**src/mmu_params.svh**
```systemverilog
/*
  Address-translation parameters for the load/store front end
  - virtual and physical address widths
  - page offset and page number widths
  - data TLB depth
  - domain field width at the top of the physical page number
*/

`ifndef MMU_PARAMS_SVH
`define MMU_PARAMS_SVH

// Virtual address split into page number and offset
`define MMU_VADDR_WIDTH 32
`define MMU_PAGE_OFFSET_WIDTH 12
`define MMU_VTAG_WIDTH 20

// Physical page number plus the same offset
`define MMU_PTAG_WIDTH 16
`define MMU_PADDR_WIDTH 28

// Fully associative, small
`define MMU_DTLB_ENTRIES 8

// Domain bits are the top of the physical page number
`define MMU_DID_WIDTH 2

`endif

```
**src/mmu_pkg.sv**
```systemverilog
/*
  Shared types of the translation front end
  - privilege level encoding
  - leaf entry held by the data TLB
*/

`include "mmu_params.svh"

package mmu_pkg;

  // Same encoding as the privileged spec, hypervisor level unused
  typedef enum logic [1:0] {
    e_priv_user       = 2'd0,
    e_priv_supervisor = 2'd1,
    e_priv_machine    = 2'd3
  } priv_mode_e;

  // Leaf translation, 19 bits
  typedef struct packed {
    logic [`MMU_PTAG_WIDTH-1:0] ptag;
    // User accessible page
    logic                       u;
    // Writable page
    logic                       w;
    // Page already written, stores fault when clear
    logic                       d;
  } tlb_entry_s;

endpackage

```
**src/dtlb.sv**
```systemverilog
/*
  Fully associative data TLB
  - parallel tag compare with registered hit and entry
  - lowest matching index wins
  - round-robin replacement on fill
  - flush clears all valid bits
*/

`include "mmu_params.svh"

module dtlb
  #(parameter int els_p = `MMU_DTLB_ENTRIES)
  (input  logic                        clk_i
   , input  logic                      reset_i
   , input  logic                      flush_i

   , input  logic                      r_v_i
   , input  logic [`MMU_VTAG_WIDTH-1:0] r_vtag_i

   , input  logic                      w_v_i
   , input  logic [`MMU_VTAG_WIDTH-1:0] w_vtag_i
   , input  mmu_pkg::tlb_entry_s       w_entry_i

   , output logic                      r_hit_o
   , output mmu_pkg::tlb_entry_s       r_entry_o
   );

  import mmu_pkg::*;

  localparam int ptr_width_lp = (els_p > 1) ? $clog2(els_p) : 1;

  logic [els_p-1:0]           valid_r;
  logic [`MMU_VTAG_WIDTH-1:0] tag_r [els_p];
  tlb_entry_s                 entry_r [els_p];
  logic [ptr_width_lp-1:0]    ptr_r;

  logic                       hit;
  tlb_entry_s                 hit_entry;

  logic                       r_hit_r;
  tlb_entry_s                 r_entry_r;

  // Valid bits and replacement pointer
  always_ff @(posedge clk_i) begin
    if (reset_i || flush_i) begin
      valid_r <= '0;
      ptr_r   <= '0;
    end else if (w_v_i) begin
      valid_r[ptr_r] <= 1'b1;
      if (ptr_r == ptr_width_lp'(els_p - 1)) begin
        ptr_r <= '0;
      end else begin
        ptr_r <= ptr_r + 1'b1;
      end
    end
  end

  // Tag and entry storage
  always_ff @(posedge clk_i) begin
    if (w_v_i) begin
      tag_r[ptr_r]   <= w_vtag_i;
      entry_r[ptr_r] <= w_entry_i;
    end
  end

  // Scan downward so the lowest index is the last to assign
  always_comb begin
    hit       = 1'b0;
    hit_entry = entry_r[0];
    for (int i = els_p - 1; i >= 0; i--) begin
      if (valid_r[i] && (tag_r[i] == r_vtag_i)) begin
        hit       = 1'b1;
        hit_entry = entry_r[i];
      end
    end
  end

  always_ff @(posedge clk_i) begin
    if (reset_i) begin
      r_hit_r <= 1'b0;
    end else begin
      r_hit_r <= r_v_i & hit;
    end
  end

  always_ff @(posedge clk_i) begin
    if (r_v_i) begin
      r_entry_r <= hit_entry;
    end
  end

  assign r_hit_o   = r_hit_r;
  assign r_entry_o = r_entry_r;

endmodule

```
**src/mmu_fault_check.sv**
```systemverilog
/*
  Outcome classification of a translated access
  - miss when translation is on and the TLB missed
  - privilege and write checks on the leaf entry
  - domain and uncached-mode checks on the physical page number
*/

`include "mmu_params.svh"

module mmu_fault_check
  (input  logic                        store_i
   , input  logic                      translation_en_i
   , input  logic                      hit_i
   , input  mmu_pkg::priv_mode_e       priv_mode_i
   , input  logic                      sum_i
   , input  logic                      uncached_mode_i
   , input  mmu_pkg::tlb_entry_s       entry_i
   , input  logic [`MMU_PTAG_WIDTH-1:0] ptag_i

   , output logic                      miss_o
   , output logic                      load_page_fault_o
   , output logic                      store_page_fault_o
   , output logic                      access_fault_o
   );

  import mmu_pkg::*;

  logic                      translated;
  logic                      priv_fault;
  logic                      write_fault;
  logic [`MMU_DID_WIDTH-1:0] did;
  logic                      domain_fault;

  assign translated = translation_en_i & hit_i;

  // Supervisor may touch user pages only with SUM set
  assign priv_fault = ((priv_mode_i == e_priv_supervisor) & ~sum_i & entry_i.u)
                    | ((priv_mode_i == e_priv_user) & ~entry_i.u);

  assign write_fault = ~entry_i.w | ~entry_i.d;

  // Domain 0 is cached memory, domain 1 is I/O
  assign did          = ptag_i[`MMU_PTAG_WIDTH-1 -: `MMU_DID_WIDTH];
  assign domain_fault = (did > `MMU_DID_WIDTH'(1))
                      | (uncached_mode_i & (did == '0));

  assign miss_o             = translation_en_i & ~hit_i;
  assign load_page_fault_o  = translated & ~store_i & priv_fault;
  assign store_page_fault_o = translated & store_i & (priv_fault | write_fault);

  // Lowest priority outcome
  assign access_fault_o = domain_fault & ~miss_o & ~load_page_fault_o & ~store_page_fault_o;

endmodule

```
**src/mmu_top.sv**
```systemverilog
/*
  Translation front end of the load/store unit
  - stage 1 command registers alongside the TLB lookup
  - poison kill, translated or passthrough page number
  - stage 2 fault classification
  - registered response two cycles after the command
*/

`include "mmu_params.svh"

module mmu_top
  (input  logic                          clk_i
   , input  logic                        reset_i

   , input  logic                        cmd_v_i
   , input  logic                        cmd_store_i
   , input  logic [`MMU_VADDR_WIDTH-1:0] cmd_vaddr_i

   , input  logic                        poison_i

   , input  mmu_pkg::priv_mode_e         priv_mode_i
   , input  logic                        sum_i
   , input  logic                        translation_en_i
   , input  logic                        uncached_mode_i

   , input  logic                        fill_v_i
   , input  logic [`MMU_VTAG_WIDTH-1:0]  fill_vtag_i
   , input  mmu_pkg::tlb_entry_s         fill_entry_i

   , input  logic                        flush_i

   , output logic                        resp_v_o
   , output logic [`MMU_PADDR_WIDTH-1:0] resp_paddr_o
   , output logic                        resp_miss_o
   , output logic                        resp_load_page_fault_o
   , output logic                        resp_store_page_fault_o
   , output logic                        resp_access_fault_o
   );

  import mmu_pkg::*;

  // Stage 1 keeps only the address bits a physical address can use
  logic                         s1_v_r;
  logic                         s1_store_r;
  logic [`MMU_PADDR_WIDTH-1:0]  s1_vaddr_r;

  logic                         dtlb_hit;
  tlb_entry_s                   dtlb_entry;
  logic [`MMU_PTAG_WIDTH-1:0]   s1_ptag;

  logic                         s2_v_r;
  logic                         s2_store_r;
  logic                         s2_hit_r;
  tlb_entry_s                   s2_entry_r;
  logic [`MMU_PADDR_WIDTH-1:0]  s2_paddr_r;

  logic                         miss;
  logic                         load_page_fault;
  logic                         store_page_fault;
  logic                         access_fault;

  logic                         resp_v_r;
  logic [`MMU_PADDR_WIDTH-1:0]  resp_paddr_r;
  logic                         resp_miss_r;
  logic                         resp_load_page_fault_r;
  logic                         resp_store_page_fault_r;
  logic                         resp_access_fault_r;

  dtlb #(.els_p(`MMU_DTLB_ENTRIES)) dtlb_inst
    (.clk_i(clk_i)
     ,.reset_i(reset_i)
     ,.flush_i(flush_i)
     ,.r_v_i(cmd_v_i)
     ,.r_vtag_i(cmd_vaddr_i[`MMU_VADDR_WIDTH-1 -: `MMU_VTAG_WIDTH])
     ,.w_v_i(fill_v_i)
     ,.w_vtag_i(fill_vtag_i)
     ,.w_entry_i(fill_entry_i)
     ,.r_hit_o(dtlb_hit)
     ,.r_entry_o(dtlb_entry)
     );

  always_ff @(posedge clk_i) begin
    if (reset_i) begin
      s1_v_r <= 1'b0;
    end else begin
      s1_v_r <= cmd_v_i;
    end
  end

  always_ff @(posedge clk_i) begin
    if (cmd_v_i) begin
      s1_store_r <= cmd_store_i;
      s1_vaddr_r <= cmd_vaddr_i[`MMU_PADDR_WIDTH-1:0];
    end
  end

  // Passthrough also covers a miss
  assign s1_ptag = (translation_en_i & dtlb_hit)
                 ? dtlb_entry.ptag
                 : s1_vaddr_r[`MMU_PADDR_WIDTH-1 -: `MMU_PTAG_WIDTH];

  // Poison kills the command held in stage 1
  always_ff @(posedge clk_i) begin
    if (reset_i) begin
      s2_v_r <= 1'b0;
    end else begin
      s2_v_r <= s1_v_r & ~poison_i;
    end
  end

  always_ff @(posedge clk_i) begin
    if (s1_v_r) begin
      s2_store_r <= s1_store_r;
      s2_hit_r   <= dtlb_hit;
      s2_entry_r <= dtlb_entry;
      s2_paddr_r <= {s1_ptag, s1_vaddr_r[`MMU_PAGE_OFFSET_WIDTH-1:0]};
    end
  end

  mmu_fault_check fault_check_inst
    (.store_i(s2_store_r)
     ,.translation_en_i(translation_en_i)
     ,.hit_i(s2_hit_r)
     ,.priv_mode_i(priv_mode_i)
     ,.sum_i(sum_i)
     ,.uncached_mode_i(uncached_mode_i)
     ,.entry_i(s2_entry_r)
     ,.ptag_i(s2_paddr_r[`MMU_PADDR_WIDTH-1 -: `MMU_PTAG_WIDTH])
     ,.miss_o(miss)
     ,.load_page_fault_o(load_page_fault)
     ,.store_page_fault_o(store_page_fault)
     ,.access_fault_o(access_fault)
     );

  always_ff @(posedge clk_i) begin
    if (reset_i) begin
      resp_v_r <= 1'b0;
    end else begin
      resp_v_r <= s2_v_r;
    end
  end

  always_ff @(posedge clk_i) begin
    if (s2_v_r) begin
      resp_paddr_r            <= s2_paddr_r;
      resp_miss_r             <= miss;
      resp_load_page_fault_r  <= load_page_fault;
      resp_store_page_fault_r <= store_page_fault;
      resp_access_fault_r     <= access_fault;
    end
  end

  assign resp_v_o                = resp_v_r;
  assign resp_paddr_o            = resp_paddr_r;
  assign resp_miss_o             = resp_miss_r;
  assign resp_load_page_fault_o  = resp_load_page_fault_r;
  assign resp_store_page_fault_o = resp_store_page_fault_r;
  assign resp_access_fault_o     = resp_access_fault_r;

endmodule

```
**config.mk**
```make
export PLATFORM = sky130hd
export DESIGN_NAME = mmu_top
export DESIGN_NICKNAME = d
export VERILOG_FILES = /design/src/mmu_pkg.sv /design/src/dtlb.sv /design/src/mmu_fault_check.sv /design/src/mmu_top.sv
export VERILOG_INCLUDE_DIRS = /design/src /design/src/src
export SDC_FILE = /design/constraint.sdc
export NUM_CORES = 1
export LEC_CHECK = 0
export BUFFER_PORTS_ARGS = -buffer_cell sky130_fd_sc_hd__buf_2
export CAP_MARGIN = 10
export CORE_MARGIN = 2
export CORE_UTILIZATION = 60
export DETAILED_ROUTE_END_ITERATION = 10
export GPL_ROUTABILITY_DRIVEN = 0
export GPL_TIMING_DRIVEN = 0
export PLACE_DENSITY_LB_ADDON = 0.12
export SLEW_MARGIN = 0
export SYNTH_ARGS = -nofsm -noshare
export SYNTH_HDL_FRONTEND = slang
export SYNTH_SLANG_ARGS = --single-unit
```
**constraint.sdc**
```tcl
create_clock -name clk_i -period 4.6 [get_ports clk_i]
set_input_delay 0.46 -clock clk_i [delete_from_list [all_inputs] [get_ports clk_i]]
set_output_delay 0.46 -clock clk_i [all_outputs]
set_load 0.005 [all_outputs]
```
==> impl_metrics.py, run 1 <==
metrics = {
    "yosys": {
        "synthArstFlopShare_pct": 0,
        "netlist_instances": 1126,
        "syn_area_mm2": 0.0176,
        "synth_area_per_cell_um2": 15.7,
        "ys_warn_count": 0,
        "ys_types": 54,
        "ys_seq_elements": 440,
        "synth_edf_count": 425,
        "synth-main-ff-cell": "edfxtp_1",
        "ys_seq_area_share_pct": 74.0,
        "synth.net_count": 1211,
    },
    "clock_network": {
        "cts_root_buf": "clkbuf_16",
        "cts_max_level": 2,
        "ctsHoldBuffers": 0,
        "cts_tree": "done",
        "post_cts_resized": 0,
        "cts.clk_slew.worst_paths_ns": 0.06,
        "cts_buffers": 44,
        "cts_setup_buffers": 0,
        "clockBufferDepth": 3,
        "clk_latency_ns": 0.53,
        "numClockSinks": 440,
    },
    "cells_and_area": {
        "final_common_cell": "edfxtp_1",
        "fill_cells": 1921,
        "final_cell_mix": "edfxtp_1, buf_2, xor2_1",
        "final_nets": 1387,
        "final_cells": 1718,
        "layout-drive-gt1-share_pct": 19.1,
        "area_growth_pct": 15.6,
    },
    "power_and_ir_drop": {
        "p_switching_mw": 1.67,
        "p_leak_nw": 7.03,
        "internal_power_mw": 6.50,
        "switching_share_pct": 20.4,
        "comb_power_share_pct": 4.7,
        "clkPwrFrac_pct": 39.9,
        "pwr-share-seq_pct": 55.3,
        "power_density_mw_per_mm2": 400,
        "ir_worst_vdd_v": 0.000291,
    },
    "route": {
        "vias_per_cell": 6.13,
        "wl_um": 42900,
        "vias": 10500,
        "wire_per_inst_um": 25.0,
        "drt_iter0_markers": 1342,
        "dr.pass1.iters": 7,
        "postRouteAntennaNets": 0,
        "drcViolationCount": 0,
    },
    "global_route": {
        "use_met3_pct": 5.50,
        "grt_pass1_wl_um": 62800,
        "grt.total_usage_pct": 28.1,
        "grt-ovfl-total": 0,
        "grt.met1_usage_pct": 40.6,
        "grt-busiest-layer": "met2",
        "grt_pass1_vias": 10000,
        "antenna_found_initial": 2,
        "grtUsageMet2_pct": 43.8,
        "grt_max_degree": 50,
    },
    "timing": {
        "fin_hold_ws_ns": 0.101,
        "fin_skew_ns": 0.0182,
        "slew_violations": 0,
        "worst_pin_slew_ns": 1.17,
        "min_period_ns": 4.08,
        "setup_ws_ns": 0.517,
        "hold_viol": 0,
        "rsz0062_at_grt": "no",
        "setup-violations-final": 0,
        "clock.fmax_mhz": 245,
        "min_period_over_period_pct": 88.8,
        "slew_headroom_pct": 21.9,
    },
    "setup_path": {
        "r2r_cells": 7,
        "start_kind": "flop",
        "required_ns": 4.83,
        "r2r_slack_ns": 0.52,
        "endpoint": "dtlb_inst.r_entry_o[4]",
        "r2r_start": "dtlb_inst.tag_r[6][8]",
        "cp-startpoint": "dtlb_inst.tag_r[6][8]",
        "path_class": "flop to flop",
        "crit_cells": 7,
        "crit_fanout": 9,
        "crit_chain": "xnor2_1, nand3_1, nor4_1, nand4b_1, a31oi_1, a21oi_1, o21ai_0",
        "crit_family": "simple AND/OR/NAND/NOR gates",
        "slowest_stage": "nor4_1",
        "cp.buffers_inverters": 0,
        "worstPathArrival_ns": 4.31,
        "r2r-end": "dtlb_inst.r_entry_o[4]",
        "max_stage_delay_ns": 0.87,
        "crit_path_end_kind": "flop",
    },
    "place": {
        "dp.cells": 1639,
        "io_buffers": 111,
        "place_ws_ns": 0.190,
        "hpwl_um": 29200,
    },
    "status": {
        "status": "finished, final reports clean",
    },
    "min_path": {
        "hold_path.class": "primary input to flop",
        "hp-start": "poison_i",
    },
    "flow_run": {
        "drv_cap": 0,
    },
    "floorplan": {
        "start_util_pct": 61.2,
        "die_h_um": 175,
        "std_cell_rows": 62,
        "dieArea_mm2": 0.0308,
        "core_mm2": 0.0289,
        "die_x_um": 175,
        "ios": 116,
    },
}
[cells in the mapped netlist, types with 18 or more instances]
cell type / n / area share, %
edfxtp_1: 425 / 72
xor2_1: 79 / 3.9
xnor2_1: 74 / 3.7
inv_1: 56 / 1.2
nand3_1: 37 / 1.0
a31oi_1: 35 / 1.2
nand4_1: 32 / 1.1
nor2_1: 32 / 0.68
nor3_1: 30 / 0.85
nor4_1: 30 / 1.1
nand2_1: 29 / 0.62
o21ai_0: 28 / 0.79
a21oi_1: 19 / 0.54
clkbuf_1: 18 / 0.38
[worst reg2reg max path, stage by stage (launching register included)]
cell and delay, ns:
edfxtp_1 0.38, xnor2_1 0.52, nand3_1 0.16, nor4_1 0.87
nand4b_1 0.76, a31oi_1 0.35, a21oi_1 0.10, o21ai_0 0.64
[worst min-delay path by stage]
stage / end / slack (ns) / cells after the start
global route: s1_vaddr_r[7] / 0.09 / 1
finish: s2_v_r / 0.10 / 2
CTS: s2_v_r / 0.09 / 2
global placement: s2_paddr_r[2] / 0.40 / 0
floorplan: resp_paddr_o[0] / 0.40 / 0
detailed placement: resp_paddr_o[13] / 0.40 / 0
[power by group through the flow]
stage               logic [mW]  clock network, mW  registers, mW
global placement         0.348                  0           4.61
CTS                      0.377               3.29           4.52
floorplan                0.180                  0           4.60
finish                   0.387               3.26           4.52
global route             0.410               3.45           4.52
detailed placement       0.373                  0           4.60
[cell families after synthesis]
logic type / after synthesis / synth area share [%]
DFF: 440 / 74.0
and+or+nand+nor: 251 / 7.88
xor gates and xnor gates: 160 / 8.24
AOI/OAI and AO/OA: 150 / 5.72
buffers and inverters: 105 / 2.86
muxes: 18 / 1.13
adders and majority gates: 2 / 0.142
[sequential cells by signal (all words and copies together) (netlist names), 3 cells and up]
name                 count
dtlb_inst.entry_r      152
dtlb_inst.ptr_r          3
dtlb_inst.r_entry_o     19
dtlb_inst.tag_r        160
dtlb_inst.valid_r        8
resp_paddr_o            28
s1_vaddr_r              28
s2_entry_r               3
s2_paddr_r              28
[per-layer routing]
metal | share of wire (%) | wire length, um | vias to the layer above
met5 | 0.016 | 7 | -
met4 | 3.4 | 1440 | 2
met3 | 10 | 4440 | 113
met2 | 46 | 19500 | 633
met1 | 41 | 17500 | 5143
li1 | - | - | 4636
[layout make-up]
cell class	count	area (um^2)	share of cell area, %
plain buffers	49	295	1.45
multi-input cells	581	4130	20.3
clock inverters	10	42.5	0.209
repair buffers	130	910	4.46
inverters	56	210	1.03
flip-flops and latches	440	13100	64.0
diodes	1	2.50	0.0123
clock buffers	67	1260	6.17
well taps	384	480	2.36
[stage by stage]
stage                     TNS (ns)  util, %  power (mW)  instance area (um^2)
after floorplan                  0        -        4.78                 17600
after global placement     -148.29     64.7        4.96                 18700
after detailed placement         0     66.1        4.98                 19100
after CTS                        0     70.6        8.19                 20400
after global routing             0     70.7        8.38                 20400
final                            0     70.7        8.17                 20400
Note: power is estimated with default switching activity, not from simulation.
==> inputs of run 2 (changes only) <==
REMOVE_ABC_BUFFERS = 1   (was not set)
SETUP_SLACK_MARGIN = 0.15   (was not set)
==> run 2 against run 1 <==
Compared with the run above: cell area fell by 1.1%; sequential share of layout area is 0.69 points higher; cell count shrank 2.6%; die area stayed put; wire length shrank 2.1%; critical path type unchanged; critical endpoint is now dtlb_inst.r_entry_o[2]; largest cell class unchanged; highest routed layer is now met4.
==> impl_metrics.py, run 2 (same netlist as run 1, synthesis figures left out) <==
metrics = {
    "setup_path": {
        "path_common_cell": "o21ai_0",
        "required_ns": 4.84,
        "path_class": "flop to flop",
        "start_kind": "flop",
        "crit_fanout": 19,
        "crit_family": "simple AND/OR/NAND/NOR gates",
        "crit_chain": "xor2_1, nor4_1, nand4_1, o21ai_0, a31oi_1, a21oi_1, o21ai_0",
        "max_stage_delay_ns": 1.07,
        "slowest_stage": "nand4_1",
        "crit_path_end_kind": "flop",
        "cp.buffers_inverters": 0,
        "worstPathArrival_ns": 4.04,
    },
    "clock_network": {
        "cts.clk_slew.worst_paths_ns": 0.06,
        "clockBufferDepth": 3,
        "cts_root_buf": "clkbuf_16",
        "cts_setup_buffers": 0,
        "numClockSinks": 440,
        "cts_max_level": 2,
        "post_cts_resized": 0,
        "cts_tree": "done",
        "ctsHoldBuffers": 0,
        "cts_buffers": 44,
        "clk_latency_ns": 0.54,
    },
    "power_and_ir_drop": {
        "switching_share_pct": 20.1,
        "internal_power_mw": 6.61,
        "pwr-share-seq_pct": 54.6,
        "comb_power_share_pct": 4.4,
        "p_switching_mw": 1.67,
        "power_density_mw_per_mm2": 410,
        "total_power_mw": 8.28,
        "p_leak_nw": 6.91,
        "clkPwrFrac_pct": 41.0,
        "ir_worst_vdd_v": 0.000306,
    },
    "cells_and_area": {
        "area_growth_pct": 14.3,
        "top_register": "dtlb_inst.tag_r",
        "final_common_cell": "edfxtp_1",
        "utilization_pct": 69.9,
        "layout-drive-gt1-share_pct": 17.6,
        "final_nets": 1345,
        "final_cell_mix": "edfxtp_1, buf_2, xor2_1",
        "largest_register_ffs": 160,
        "final_cells": 1673,
        "fill_cells": 1953,
        "n_antenna_cell": 0,
        "layout_top_registers": "dtlb_inst.tag_r (160), dtlb_inst.entry_r (152)",
    },
    "route": {
        "drcViolationCount": 0,
        "drt_iter0_markers": 1064,
        "vias_per_cell": 6.11,
        "postRouteAntennaNets": 0,
        "vias": 10200,
        "wl_um": 42000,
        "wire_per_inst_um": 25.1,
        "dr.pass1.iters": 5,
    },
    "min_path": {
        "hold_path.class": "primary input to flop",
    },
    "timing": {
        "hold_viol": 0,
        "min_period_ns": 3.80,
        "rsz0062_at_grt": "no",
        "clock.fmax_mhz": 263,
        "min_period_over_period_pct": 82.6,
        "slew_headroom_pct": 20.9,
        "setup-violations-final": 0,
        "fin_skew_ns": 0.0170,
        "slew_violations": 0,
        "fin_hold_ws_ns": 0.0851,
        "worst_pin_slew_ns": 1.19,
    },
    "floorplan": {
        "die_h_um": 175,
        "std_cell_rows": 62,
        "ios": 116,
        "core_mm2": 0.0289,
        "start_util_pct": 61.2,
        "die_x_um": 175,
        "dieArea_mm2": 0.0308,
    },
    "place": {
        "io_buffers": 115,
        "hpwl_um": 27100,
        "dp.cells": 1596,
    },
    "status": {
        "status": "finished, final reports clean",
    },
    "global_route": {
        "grt_pass1_wl_um": 61600,
        "grt_max_degree": 50,
        "grt_pass1_vias": 9942,
        "grt.total_usage_pct": 27.7,
        "antenna_found_initial": 0,
        "grt-ovfl-total": 0,
    },
    "flow_run": {
        "drv_cap": 0,
    },
}
==> run 2: cell count changes in the layout (fill, tap and decap cells not counted), sizes merged <==
cell,change
bufinv,+4
clkinv,+5
diode,-1
clkbuf,-29
buf,-24
==> run 2: path summary, 6_finish.rpt <==
path / from / endpoint / slack (ns) / cells after the start
worst max-delay path: dtlb_inst.tag_r[7][18] / dtlb_inst.r_entry_o[2] / 0.80 / 7
worst min-delay path: poison_i / s2_v_r / 0.09 / 2
worst max register to register: dtlb_inst.tag_r[7][18] / dtlb_inst.r_entry_o[2] / 0.80 / 7
worst min register to register: s1_vaddr_r[8] / s2_paddr_r[8] / 0.42 / 0
==> run 2: stage by stage <==
step,setup slack (ns),instance area (um^2),setup TNS (ns)
floorplan,0.822,17400,0
global placement,-1.85,18400,-137.49
detailed placement,0.494,18800,0
CTS,0.628,20100,0
global route,0.742,20200,0
finish,0.800,20200,0
==> run 2: layer usage <==
metal / GRT usage (%) / up-vias / part of all wire (%)
met5: 0 / - / 0
met4: 8.02 / 0 / 2.4
met3: 5.06 / 83 / 10
met2: 43.6 / 540 / 46
met1: 40.3 / 5054 / 41
li1: - / 4549 / -
==> run 2: layout make-up <==
| class | instances | area (um^2) | share of cell area (%) |
|---|---|---|---|
| tap | 384 | 480 | 2.38 |
| clock buffer | 56 | 1170 | 5.79 |
| timing repair buffer | 137 | 935 | 4.63 |
| multi-input combinational | 581 | 4140 | 20.5 |
| clock inverter | 19 | 178 | 0.881 |
| sequential | 440 | 13100 | 64.7 |
| inverter | 56 | 210 | 1.04 |
==> run 2: power by group through the flow <==
stage               combinational [mW]  clock [mW]  sequential [mW]
floorplan                        0.144           0             4.60
global placement                 0.335           0             4.61
detailed placement               0.359           0             4.60
CTS                              0.362        3.43             4.52
global route                     0.395        3.58             4.52
finish                           0.368        3.39             4.52
==> inputs of run 3 (changes only) <==
CORE_UTILIZATION = 54   (was 60)
clock period = 3.3 ns   (was 4.6 ns; I/O delays follow)
==> run 3 against run 2 <==
Compared with the run above: worst hold slack got worse by 0.047 ns; fmax increased by 25%; via count shrank 0.15%; first-iteration DRC count is 9.9% lower; clock-buffer cell count increased by 9; critical path depth unchanged; core utilization shrank 6.5 points; setup slack got worse by 0.53 ns; clock power increased by 38%; cell area up 1.8%; clock skew fell by 0.0069 ns; global-route usage fell by 1.5 points; critical path type unchanged; largest power group unchanged; highest routed layer unchanged.
==> impl_metrics.py, run 3 (same netlist as run 1, synthesis figures left out) <==
metrics = {
    "timing": {
        "clock.fmax_mhz": 330,
        "slew_violations": 0,
        "min_period_ns": 3.03,
        "setup_ws_ns": 0.269,
        "hold_viol": 0,
        "fin_hold_ws_ns": 0.0377,
        "setup-violations-final": 0,
        "worst_pin_slew_ns": 1.14,
        "slew_headroom_pct": 23.5,
        "min_period_over_period_pct": 91.8,
        "rsz0062_at_grt": "yes",
        "fin_skew_ns": 0.0100,
    },
    "route": {
        "drcViolationCount": 0,
        "vias": 10200,
        "vias_per_cell": 5.80,
        "dr.pass1.iters": 6,
        "wl_um": 43600,
        "drt_iter0_markers": 959,
        "postRouteAntennaNets": 0,
        "wire_per_inst_um": 24.7,
    },
    "cells_and_area": {
        "final_nets": 1372,
        "fill_cells": 2358,
        "largest_register_ffs": 160,
        "final_cells": 1762,
        "layout-drive-gt1-share_pct": 19.5,
        "final_cell_mix": "edfxtp_1, buf_2, xor2_1",
        "layout_top_registers": "dtlb_inst.tag_r (160), dtlb_inst.entry_r (152)",
        "multi_input_area_mm2": 0.00420,
        "top_register": "dtlb_inst.tag_r",
        "area_growth_pct": 16.4,
        "n_antenna_cell": 0,
        "final_area_mm2": 0.0205,
        "final_common_cell": "edfxtp_1",
        "seqCellArea_mm2": 0.0131,
    },
    "power_and_ir_drop": {
        "p_leak_nw": 7.03,
        "total_power_mw": 11.5,
        "power_density_mw_per_mm2": 560,
        "ir_worst_vdd_v": 0.000367,
    },
    "setup_path": {
        "start_kind": "flop",
        "crit_path_end_kind": "flop",
        "crit_fanout": 20,
        "path_class": "flop to flop",
        "required_ns": 3.55,
        "worstPathArrival_ns": 3.28,
    },
    "clock_network": {
        "cts_buffers": 44,
        "clockBufferDepth": 3,
        "cts_root_buf": "clkbuf_16",
        "numClockSinks": 440,
        "cts_max_level": 2,
        "clk_latency_ns": 0.54,
        "cts_tree": "done",
        "cts.clk_slew.worst_paths_ns": 0.06,
    },
    "global_route": {
        "grt_pass1_vias": 10000,
        "grt-ovfl-total": 0,
        "antenna_found_initial": 1,
        "grt_max_degree": 50,
        "grt.total_usage_pct": 26.2,
        "grt_pass1_wl_um": 63900,
    },
    "floorplan": {
        "core_mm2": 0.0324,
        "die_x_um": 185,
        "dieArea_mm2": 0.0341,
        "ios": 116,
        "die_h_um": 185,
        "start_util_pct": 54.5,
        "std_cell_rows": 66,
    },
    "flow_run": {
        "drv_cap": 0,
    },
    "status": {
        "status": "finished, final reports clean",
    },
    "place": {
        "dp.cells": 1653,
        "place_ws_ns": -0.942,
        "dpl_cell_area_mm2": 0.0189,
        "io_buffers": 115,
        "hpwl_um": 27400,
    },
    "min_path": {
        "hold_path.class": "primary input to flop",
    },
}
-- run 3: cell count changes in the layout (fill, tap and decap cells not counted), moves of 2 or more --
cell | before | now
nor4_1 | 30 | 25
bufinv_16 | 4 | 2
dlygate4sd3_1 | 0 | 15
buf_4 | 0 | 13
clkinv_2 | 1 | 6
clkinv_1 | 14 | 6
nand3_1 | 37 | 35
clkbuf_1 | 11 | 19
and3_1 | 3 | 1
buf_6 | 9 | 5
nor4_2 | 0 | 5
nand3_2 | 0 | 2
buf_12 | 5 | 9
-- run 3: layout make-up --
cell class | instances | area share [%]
flip-flops and latches | 440 | 63.6
repair buffers | 164 | 5.79
clock inverters | 14 | 0.548
well taps | 442 | 2.69
multi-input cells | 581 | 20.4
clock buffers | 65 | 5.90
inverters | 56 | 1.02
-- run 3: layer usage --
metal / up-vias / global-route usage, % / wire length (um)
met5: - / 0 / 0
met4: 0 / 7.78 / 1000
met3: 70 / 4.36 / 3700
met2: 477 / 42.2 / 20800
met1: 5054 / 37.1 / 18100
li1: 4610 / - / -
-- run 3: power by group --
group	internal, mW	switching (mW)	total (mW)
clock	2.69	1.98	4.67
sequential	6.26	0.0448	6.30
combinational	0.182	0.346	0.527
-- run 3: what timing repair did --
| item | CTS | global route |
|---|---|---|
| setup buffers | 10 | 4 |
| setup endpoints to repair | 20 | 9 |
| resized for setup | 11 | 6 |
| hold buffers | 15 | 0 |
| hold endpoints to repair | 16 | 0 |
| pin swaps | 2 | 2 |
-- run 3: critical path, cell delays in order (launching register included) --
cell	delay [ns]
edfxtp_1	0.38
xor2_1	0.18
nor4b_1	0.42
nand3_2	0.48
or2_2	0.69
o221ai_1	0.15
a31oi_1	0.10
o21ai_1	0.34
-- run 3: worst paths after layout --
check / startpoint / to / slack [ns] / cells after the start
worst min-delay path: reset_i / dtlb_inst.ptr_r[2] / 0.04 / 2
worst max register to register: dtlb_inst.tag_r[1][12] / dtlb_inst.r_entry_o[8] / 0.27 / 7
worst max-delay path: dtlb_inst.tag_r[1][12] / dtlb_inst.r_entry_o[8] / 0.27 / 7
worst min register to register: s1_vaddr_r[8] / s2_paddr_r[8] / 0.42 / 0
-- run 3: per-stage QoR --
step | utilization, % | TNS [ns]
CTS | 63.2 | 0
global route | 63.5 | 0
floorplan | - | -30.95
global placement | 57.1 | -464.11
detailed placement | 58.3 | -14.77
finish | 63.5 | 0
